--- src/dot_engine_defs.svh ---
`ifndef DOT_ENGINE_DEFS_SVH
`define DOT_ENGINE_DEFS_SVH

// lane count, power of two
`define DE_LANES 8

// operand widths
`define DE_ACT_W 8
`define DE_WGT_W 8

// product width plus one bit per adder level
`define DE_SUM_W 19

`endif

--- src/dot_engine_pkg.sv ---
`default_nettype none

`include "dot_engine_defs.svh"

package dot_engine_pkg;

	// unsigned operands
	typedef logic [`DE_ACT_W-1:0] act_t;
	typedef logic [`DE_WGT_W-1:0] wgt_t;

	// full precision lane product
	typedef logic [`DE_ACT_W+`DE_WGT_W-1:0] prod_t;

	// reduction result, wraps past this width
	typedef logic [`DE_SUM_W-1:0] sum_t;

	// one select bit per lane, bit k is lane k
	typedef logic [`DE_LANES-1:0] mask_t;

	// weight address
	typedef logic [$clog2(`DE_LANES)-1:0] lane_idx_t;

	// item carried down the distribution tree
	typedef struct packed
	{
		act_t  act;
		mask_t mask;
	} dist_item_t;

endpackage

`default_nettype wire

--- src/dist_tree.sv ---
`default_nettype none

`include "dot_engine_defs.svh"

module dist_tree #(
	parameter int LANES = `DE_LANES,	// power of two
	parameter type payload_t = dot_engine_pkg::dist_item_t	// must carry a mask field
) (
	input wire CLK,
	input wire i_rst_n,
	input wire i_en,
	input wire i_valid,
	input wire payload_t i_data,
	output logic o_item,
	output logic [LANES-1:0] o_valid,
	output payload_t [LANES-1:0] o_data
);

	localparam int LEVELS = $clog2(LANES);

	// level 0 is the root register, level LEVELS the leaf registers
	for (genvar l = 0; l <= LEVELS; l++)
	begin : g_lvl
		localparam int NODES = 1 << l;

		payload_t [NODES-1:0] data_in;
		payload_t [NODES-1:0] data;
		logic [NODES-1:0] valid_in;
		logic [NODES-1:0] valid;
		logic item_in;
		logic item;

		if (l == 0)
		begin : g_root
			// root passes the item valid unpruned
			assign data_in[0] = i_data;
			assign valid_in[0] = i_valid;
			assign item_in = i_valid;
		end
		else
		begin : g_fan
			localparam int SPAN = LANES >> l;	// leaves below one node

			always_comb
			begin
				for (int k = 0; k < NODES; k++)
				begin
					data_in[k] = g_lvl[l-1].data[k/2];
					// child fires only if some lane below it is selected
					valid_in[k] = g_lvl[l-1].valid[k/2]
						& (|g_lvl[l-1].data[k/2].mask[k*SPAN +: SPAN]);
				end
			end

			assign item_in = g_lvl[l-1].item;
		end

		always_ff @(posedge CLK)
		begin
			if (!i_rst_n || !i_en)
			begin
				data <= '0;
				valid <= '0;
				item <= 1'b0;
			end
			else
			begin
				data <= data_in;	// broadcast, both children get a copy
				valid <= valid_in;
				item <= item_in;
			end
		end
	end

	assign o_item = g_lvl[LEVELS].item;
	assign o_valid = g_lvl[LEVELS].valid;
	assign o_data = g_lvl[LEVELS].data;

	// pruning may drop lanes but never invents an item
	a_leaf_has_item: assert property (
		@(posedge CLK) disable iff (!i_rst_n)
		(|o_valid) |-> o_item
	);

endmodule

`default_nettype wire

--- src/mult_lanes.sv ---
`default_nettype none

`include "dot_engine_defs.svh"

module mult_lanes #(
	parameter int LANES = `DE_LANES
) (
	input wire CLK,
	input wire i_rst_n,
	input wire i_en,
	input wire i_item,
	input wire [LANES-1:0] i_valid,
	input wire dot_engine_pkg::act_t [LANES-1:0] i_act,
	input wire i_w_load,
	input wire dot_engine_pkg::lane_idx_t i_w_idx,
	input wire dot_engine_pkg::wgt_t i_w_data,
	output logic o_item,
	output logic [LANES-1:0] o_valid,
	output dot_engine_pkg::prod_t [LANES-1:0] o_prod
);

	import dot_engine_pkg::*;

	wgt_t [LANES-1:0] weight;

	// stationary weights, enable does not touch them
	always_ff @(posedge CLK)
	begin
		if (!i_rst_n)
			weight <= '0;
		else if (i_w_load)
			weight[i_w_idx] <= i_w_data;
	end

	always_ff @(posedge CLK)
	begin
		if (!i_rst_n || !i_en)
		begin
			o_item <= 1'b0;
			o_valid <= '0;
			o_prod <= '0;
		end
		else
		begin
			o_item <= i_item;
			o_valid <= i_valid;
			for (int k = 0; k < LANES; k++)
			begin
				if (i_valid[k])
					o_prod[k] <= prod_t'(i_act[k]) * prod_t'(weight[k]);
				else
					o_prod[k] <= '0;	// idle lane adds nothing
			end
		end
	end

	// index port may be wider than the lane count needs
	a_w_idx_range: assert property (
		@(posedge CLK) disable iff (!i_rst_n)
		i_w_load |-> (int'(i_w_idx) < LANES)
	);

endmodule

`default_nettype wire

--- src/reduce_tree.sv ---
`default_nettype none

`include "dot_engine_defs.svh"

module reduce_tree #(
	parameter int LANES = `DE_LANES
) (
	input wire CLK,
	input wire i_rst_n,
	input wire i_en,
	input wire i_item,
	input wire [LANES-1:0] i_valid,
	input wire dot_engine_pkg::prod_t [LANES-1:0] i_prod,
	output logic o_valid,
	output dot_engine_pkg::sum_t o_sum,
	output dot_engine_pkg::prod_t [LANES-1:0] o_prod
);

	import dot_engine_pkg::*;

	localparam int LEVELS = $clog2(LANES);

	// each level halves the operand count
	for (genvar l = 1; l <= LEVELS; l++)
	begin : g_lvl
		localparam int NODES = LANES >> l;

		sum_t [2*NODES-1:0] opnd;
		sum_t [NODES-1:0] sum;
		prod_t [LANES-1:0] prod_in;
		prod_t [LANES-1:0] prod_d;	// travels with the sums
		logic item_in;
		logic item;

		if (l == 1)
		begin : g_leaf
			always_comb
			begin
				for (int k = 0; k < 2*NODES; k++)
					opnd[k] = i_valid[k] ? sum_t'(i_prod[k]) : '0;
			end

			assign prod_in = i_prod;
			// zero mask items still report through the item flag
			assign item_in = i_item | (|i_valid);
		end
		else
		begin : g_inner
			assign opnd = g_lvl[l-1].sum;
			assign prod_in = g_lvl[l-1].prod_d;
			assign item_in = g_lvl[l-1].item;
		end

		always_ff @(posedge CLK)
		begin
			if (!i_rst_n || !i_en)
			begin
				sum <= '0;
				prod_d <= '0;
				item <= 1'b0;
			end
			else
			begin
				for (int k = 0; k < NODES; k++)
					sum[k] <= opnd[2*k] + opnd[2*k+1];	// wraps to sum width
				prod_d <= prod_in;
				item <= item_in;
			end
		end
	end

	assign o_valid = g_lvl[LEVELS].item;
	assign o_sum = g_lvl[LEVELS].sum[0];
	assign o_prod = g_lvl[LEVELS].prod_d;

	// a flush empties every level of this tree
	a_flush_quiet: assert property (
		@(posedge CLK) disable iff (!i_rst_n)
		!i_en |=> !o_valid [*LEVELS]
	);

endmodule

`default_nettype wire

--- src/dot_engine_top.sv ---
`default_nettype none

`include "dot_engine_defs.svh"

module dot_engine_top (
	input wire CLK,
	input wire i_rst_n,
	input wire i_en,
	input wire i_valid,
	input wire dot_engine_pkg::act_t i_act,
	input wire dot_engine_pkg::mask_t i_mask,
	input wire i_w_load,
	input wire dot_engine_pkg::lane_idx_t i_w_idx,
	input wire dot_engine_pkg::wgt_t i_w_data,
	output logic o_valid,
	output dot_engine_pkg::sum_t o_sum,
	output dot_engine_pkg::prod_t [`DE_LANES-1:0] o_prod
);

	import dot_engine_pkg::*;

	dist_item_t in_item;

	logic leaf_item;
	logic [`DE_LANES-1:0] leaf_valid;
	dist_item_t [`DE_LANES-1:0] leaf_data;
	act_t [`DE_LANES-1:0] leaf_act;

	logic mul_item;
	logic [`DE_LANES-1:0] mul_valid;
	prod_t [`DE_LANES-1:0] mul_prod;

	assign in_item.act = i_act;
	assign in_item.mask = i_mask;

	dist_tree #(
		.LANES(`DE_LANES),
		.payload_t(dist_item_t)
	) u_dist (
		.CLK(CLK),
		.i_rst_n(i_rst_n),
		.i_en(i_en),
		.i_valid(i_valid),
		.i_data(in_item),
		.o_item(leaf_item),
		.o_valid(leaf_valid),
		.o_data(leaf_data)
	);

	// lanes only need the activation, mask is spent in the tree
	always_comb
	begin
		for (int k = 0; k < `DE_LANES; k++)
			leaf_act[k] = leaf_data[k].act;
	end

	mult_lanes #(
		.LANES(`DE_LANES)
	) u_mult (
		.CLK(CLK),
		.i_rst_n(i_rst_n),
		.i_en(i_en),
		.i_item(leaf_item),
		.i_valid(leaf_valid),
		.i_act(leaf_act),
		.i_w_load(i_w_load),
		.i_w_idx(i_w_idx),
		.i_w_data(i_w_data),
		.o_item(mul_item),
		.o_valid(mul_valid),
		.o_prod(mul_prod)
	);

	reduce_tree #(
		.LANES(`DE_LANES)
	) u_reduce (
		.CLK(CLK),
		.i_rst_n(i_rst_n),
		.i_en(i_en),
		.i_item(mul_item),
		.i_valid(mul_valid),
		.i_prod(mul_prod),
		.o_valid(o_valid),
		.o_sum(o_sum),
		.o_prod(o_prod)	// delay matched copy
	);

endmodule

`default_nettype wire

--- config.mk ---
export PLATFORM = sky130hd
export DESIGN_NAME = dot_engine_top
export DESIGN_NICKNAME = d
export VERILOG_FILES = /design/src/dot_engine_pkg.sv /design/src/dist_tree.sv /design/src/mult_lanes.sv /design/src/reduce_tree.sv /design/src/dot_engine_top.sv
export VERILOG_INCLUDE_DIRS = /design/src /design/src/src
export SDC_FILE = /design/constraint.sdc
export NUM_CORES = 2
export LEC_CHECK = 0
export BUFFER_PORTS_ARGS = -buffer_cell sky130_fd_sc_hd__buf_2
export CAP_MARGIN = 20
export CORE_ASPECT_RATIO = 1.75
export CORE_MARGIN = 2
export CORE_UTILIZATION = 25
export DETAILED_ROUTE_END_ITERATION = 10
export GPL_ROUTABILITY_DRIVEN = 0
export MAX_ROUTING_LAYER = met4
export PLACE_DENSITY = 0.51
export SYNTH_ARGS = -nofsm -noshare
export SYNTH_HDL_FRONTEND = slang
export SYNTH_HIERARCHICAL = 1
export SYNTH_SLANG_ARGS = --single-unit
--- constraint.sdc ---
create_clock -name CLK -period 4.8 [get_ports CLK]
set_input_delay 0.72 -clock CLK [delete_from_list [all_inputs] [get_ports CLK]]
set_output_delay 0.72 -clock CLK [all_outputs]
set_load 0.005 [all_outputs]
# After elaboration in Yosys (flattened, before gate mapping)
# Index checks and enable logic that the tools add are counted.
# word_totals
regBits,795
latchBits,0
mem_bits_rw,0
rom_bits,0
in_bits,32
out_inout_bits,148
word_cells,136
memories,0
# op_classes
addsub,7
mul,8
n_div,0
order_cmp,2
eq_ne,0
shifts,0
muxes,11
bitwise_logic,23
n_reduce_logical,19
# ops
operator,n
$add A19 B19 Y19,7
$mul A8 B8 Y16,8
$mux W16,8
$bwmux W64,1
$demux W8 S3,1
$reduce_or A2 Y1,12
$and A1 B1 Y1,14
$mux W8,1
$not A1 Y1,8
$reduce_or A4 Y1,2
$reduce_or A8 Y1,1
$lt A3 B4 Y1 const B,1
$ge A3 B1 Y1 const B,1
$logic_not A1 Y1,2
$logic_and A1 B1 Y1,1
$logic_or A1 B1 Y1,1
$or A1 B1 Y1,1

# Longest topological paths before layout
# logic_depth
depth_word,5
mapped_depth,17
depth_no_buf,15

# Cells and area by module
# Netlist, hierarchy kept.
# by_module_without_submodules
mod,instances,cells_each,area_each_um2,seq_area_each_um2
mult_lanes,1,2608,23015.8,4023.9
reduce_tree,1,1945,19487.4,10209.8
dist_tree,1,300,3123.0,1641.6

# Least setup slack after synthesis
# No wires, ideal clock.
# synth_timing
path_type,reg2reg
startpoint,"register u_dist.g_lvl[3].data, in the netlist u_dist/o_data[40]"
endpoint,register u_mult/o_prod[47] in the netlist's numbering
setup_time_ps,72
arrival_ps,4211
slack_ps,518
path_stages_with_launch,16
period_less_slack_ps,4282
cell_sequence,dfxtp_1 buf_4 nand2_1 fa_1 fa_1 inv_1 fa_1 inv_1 fa_1 inv_1 ha_1 and3_1 a21oi_2 a21oi_1 a311oi_1 mux2i_1
# synth_between
elab_chain_cells,1
# synth_lines
element,line,source
"start, declared",dist_tree.sv:27,payload_t [NODES-1:0] data;
"start signal, assigned",dist_tree.sv:68,data <= data_in;
$mul A8 B8 Y16,mult_lanes.sv:50,o_prod[k] <= prod_t'(i_act[k]) * prod_t'(weight[k]);
"end signal, assigned by index",mult_lanes.sv:50,
"end, declared",mult_lanes.sv:19,output dot_engine_pkg::prod_t [LANES-1:0] o_prod
# Every way passes these cells.
# A chain may end at the register's enable or synchronous reset.

==> results by stage <==
Layout:
- The final layout contains 5,607 nets.
- The share of layout cells above drive strength 1 is 8.384%.
- The final standard cell count with taps included and fillers excluded is 7,342.
- The utilization after layout is 28.44%.
- The number of fillers in the final layout is 19,147.
- Once layout is done, the placed cells without fillers occupy 0.05102 mm^2.
- The signed area change from the synthesized netlist to the final layout is 13.36%.
- The sequential cell area is 0.01573 mm^2.
- Summing all multi-input logic gate instances after layout gives 0.02649 mm^2.

Drt:
- In the routed design, unresolved DRC markers number 0.
- The starting DRC count in detailed routing is 1,511.
- In the final routed layout, each cell accounts on average for 16.78 um.
- The first-pass detailed-route iteration total is 7.
- The routed design has 123.2 mm of wire.
- In this run the remaining antenna-violating nets after routing total 0.
- The count of vias placed by the detailed router is 32,558.
- Dividing the detail-routed via count by the number of cells gives 4.434.

Timing:
- Headroom to the max-slew limit came out at 27.60%.
- The final max-slew violation count is 0.
- The final number of hold-violating endpoints is 0.
- Setup violations remaining at the end of the flow were counted as 0.
- The worst hold slack after final layout is 322.2 ps.
- For the pin with the worst max-slew slack, the measured transition is 1086 ps.
- For the final routed database, the setup TNS stands at 0 ps.
- The minimum clock period is 4537 ps.
- The final clock period utilization by the worst path is 94.51%.
- Setup slack on the critical path of the routed design comes to 263.3 ps.
- Setup repair after global routing left no endpoint under its margin.
- The setup skew after layout is 23.26 ps.
- The achievable frequency is 220.4 MHz.

Clocking:
- The buffer levels on the longest clock path is 3.
- For this design, the sink count on the clock tree is 785.
- After clock tree synthesis, the setup repair step added 0 buffers.
- The clock-pin slew on the worst setup and hold paths is 60 ps.
- The number of levels the H-tree was split into is 3.
- The CTS tree is built.
- The clock tree root buffer cell is sky130_fd_sc_hd__clkbuf_16.
- The number of clock buffers inserted by TritonCTS is 76.
- At the later pin of the worst-skew pair, clock insertion delay measures 660 ps.

Synthesis:
- The post-synthesis area per instance is 9.410 um^2.
- Synthesis handed over a netlist of 4,783 instances.
- The synthesized cell area is 0.04501 mm^2.
- The post-synth net total is 5,514.
- Yosys printed 6 warnings.

Status:
- The flow ran to the end, and the final reports show no timing, DRC or antenna violations.

Min path:
- The classification of the worst-slack hold path is primary input to flip-flop.

GRT:
- For this run the aggregate overflow at the end of global routing stands at 0.
- The first global-routing pass estimated 192.9 mm of wire.
- Entering global routing, the biggest net connects 192 pins.
- The initial antenna violation count is 14.
- The number of global-route vias before repair is 33,977.
- Global routing used 13.67% of the available tracks.

Place:
- OpenSTA, run right after detailed placement, puts the worst setup slack at 158.1 ps.
- The total cell area at the placement stage is 0.04838 mm^2.
- The number of buffer cells added on primary ports is 179.
- The cell count after placement is 7,190.
- The half-perimeter wire length of the detailed placement result is 96.25 mm.

Floorplan:
- The die area is 0.1836 mm^2.
- The die outline height is 565.3 um.
- After floorplanning, the core was sized to cover 0.1794 mm^2.
- In this run the core area contains 206 standard-cell rows.
- The initial core utilization is 25.09%.
- The number of primary I/O pins is 180.
- The floorplan step set the die width to 324.7 um.

Setup path:
- On the worst path, the slowest cell contributes a delay of 540 ps.
- The nature of the critical path startpoint is a flip-flop.
- The highest-delay cell along the critical path is sky130_fd_sc_hd__fa_1.
- The cell that appears most often on the critical path is sky130_fd_sc_hd__fa_1.
- The maximum net fanout on the critical path is 52.
- The start-to-end type of the worst setup path is flip-flop to flip-flop.
- STA puts the critical path data required time at 5320 ps.
- For the worst setup path, the data arrival time is 5060 ps.
- The critical path goes through clkbuf_16 > buf_4 > nand2_1 > fa_1 > fa_1 > inv_1 > fa_1 > inv_1 > fa_1 > inv_1 > ha_1 > o21a_1 > o31ai_2 > a211oi_1 > a31oi_1 > mux2i_1.
- The endpoint type of the worst setup path is a flip-flop.

Pwr:
- For this design the ratio of total power to cell area is 255.5 mW/mm^2.
- IR analysis of the VDD net gives a maximum drop of 0.2165 mV.
- Summed over all cells, the static leakage comes to 25.24 nW.
- Summing internal, switching and leakage power gives 13.04 mW.

Flow run:
- Max-cap violations in this run came to 0.
==> critical path: cells and delay by family (launching register included) <==
| family | cells | cell delay [ps] |
|---|---|---|
| buf+inv | 5 | 670 |
| simple gates | 1 | 70 |
| mux | 1 | 150 |
| flops | 1 | 340 |
| fa+ha+maj | 5 | 2320 |
| compound gates | 4 | 810 |
==> sequential cells by signal (all words and copies together), names as in the netlist, 2 cells and up <==
| register | flops |
|---|---|
| u_reduce/g_lvl.item | 2 |
| u_dist/g_lvl.data | 48 |
| u_reduce/o_prod | 128 |
| u_reduce/g_lvl.prod_d | 256 |
| u_reduce/g_lvl.sum | 104 |
| u_mult/o_prod | 128 |
| u_reduce/o_sum | 19 |
| u_mult/weight | 64 |
| u_dist/g_lvl.valid | 6 |
| u_dist/o_data | 8 |
| u_mult/o_valid | 8 |
| u_dist/g_lvl.item | 3 |
| u_dist/o_valid | 8 |
==> worst paths after layout <==
path / cells after the start / end / from / slack [ps]
min: 2 / u_dist/g_lvl[0].data[0] / i_mask[0] / 320
max: 16 / u_mult/o_prod[111] / u_dist/o_data[43] / 260
min reg2reg: 1 / u_dist/o_valid[7] / u_dist/g_lvl[2].valid[3] / 450
max reg2reg: 16 / u_mult/o_prod[111] / u_dist/o_data[43] / 260
==> final cells by class <==
class / instances / share of cell area (%)
well taps: 2392 / 5.866
inverters: 447 / 3.288
clock inverters: 40 / 0.8558
diodes: 12 / 0.05885
flip-flops and latches: 785 / 30.82
repair buffers: 243 / 2.967
clock buffers: 100 / 4.228
multi-input cells: 3323 / 51.91
==> power breakdown <==
group	switching, mW	internal, mW	total [mW]
clock	2.71	3.54	6.25
sequential	0.0333	6.53	6.56
combinational	0.174	0.0481	0.222
==> cell usage in the layout, fill, tap and decap left out, drive strengths merged, types with 6 or more instances in the layout <==
master,instances
a211oi,59
a21boi,68
a21o,71
a21oi,122
a311oi,9
a31oi,22
and2,556
and3,488
buf,242
bufinv,6
clkbuf,101
clkinv,25
dfxtp,785
diode,12
fa,295
ha,404
inv,452
mux2i,18
nand2,341
nand2b,28
nand3,54
nand4,17
nor2,239
nor2b,37
nor3,83
nor3b,16
nor4,13
o211ai,13
o21a,53
o21ai,108
o21bai,10
o31a,8
o31ai,10
or2,7
or3,13
xnor2,43
xor2,56
==> metal layers <==
metal  up-vias  GRT usage [%]  part of all wire, %
li1      16021              -                    -
met1     15730          14.49                   40
met2       571          25.07                   52
met3       236          1.857                  3.3
met4         0          6.325                  4.7
met5         -              -                    0
==> repair_timing <==
| action | CTS | global route |
|---|---|---|
| gates resized for setup | 0 | 5 |
| hold buffers | 0 | 0 |
| setup endpoints to repair | 0 | 17 |
Note: power is estimated with default switching activity, not from simulation.
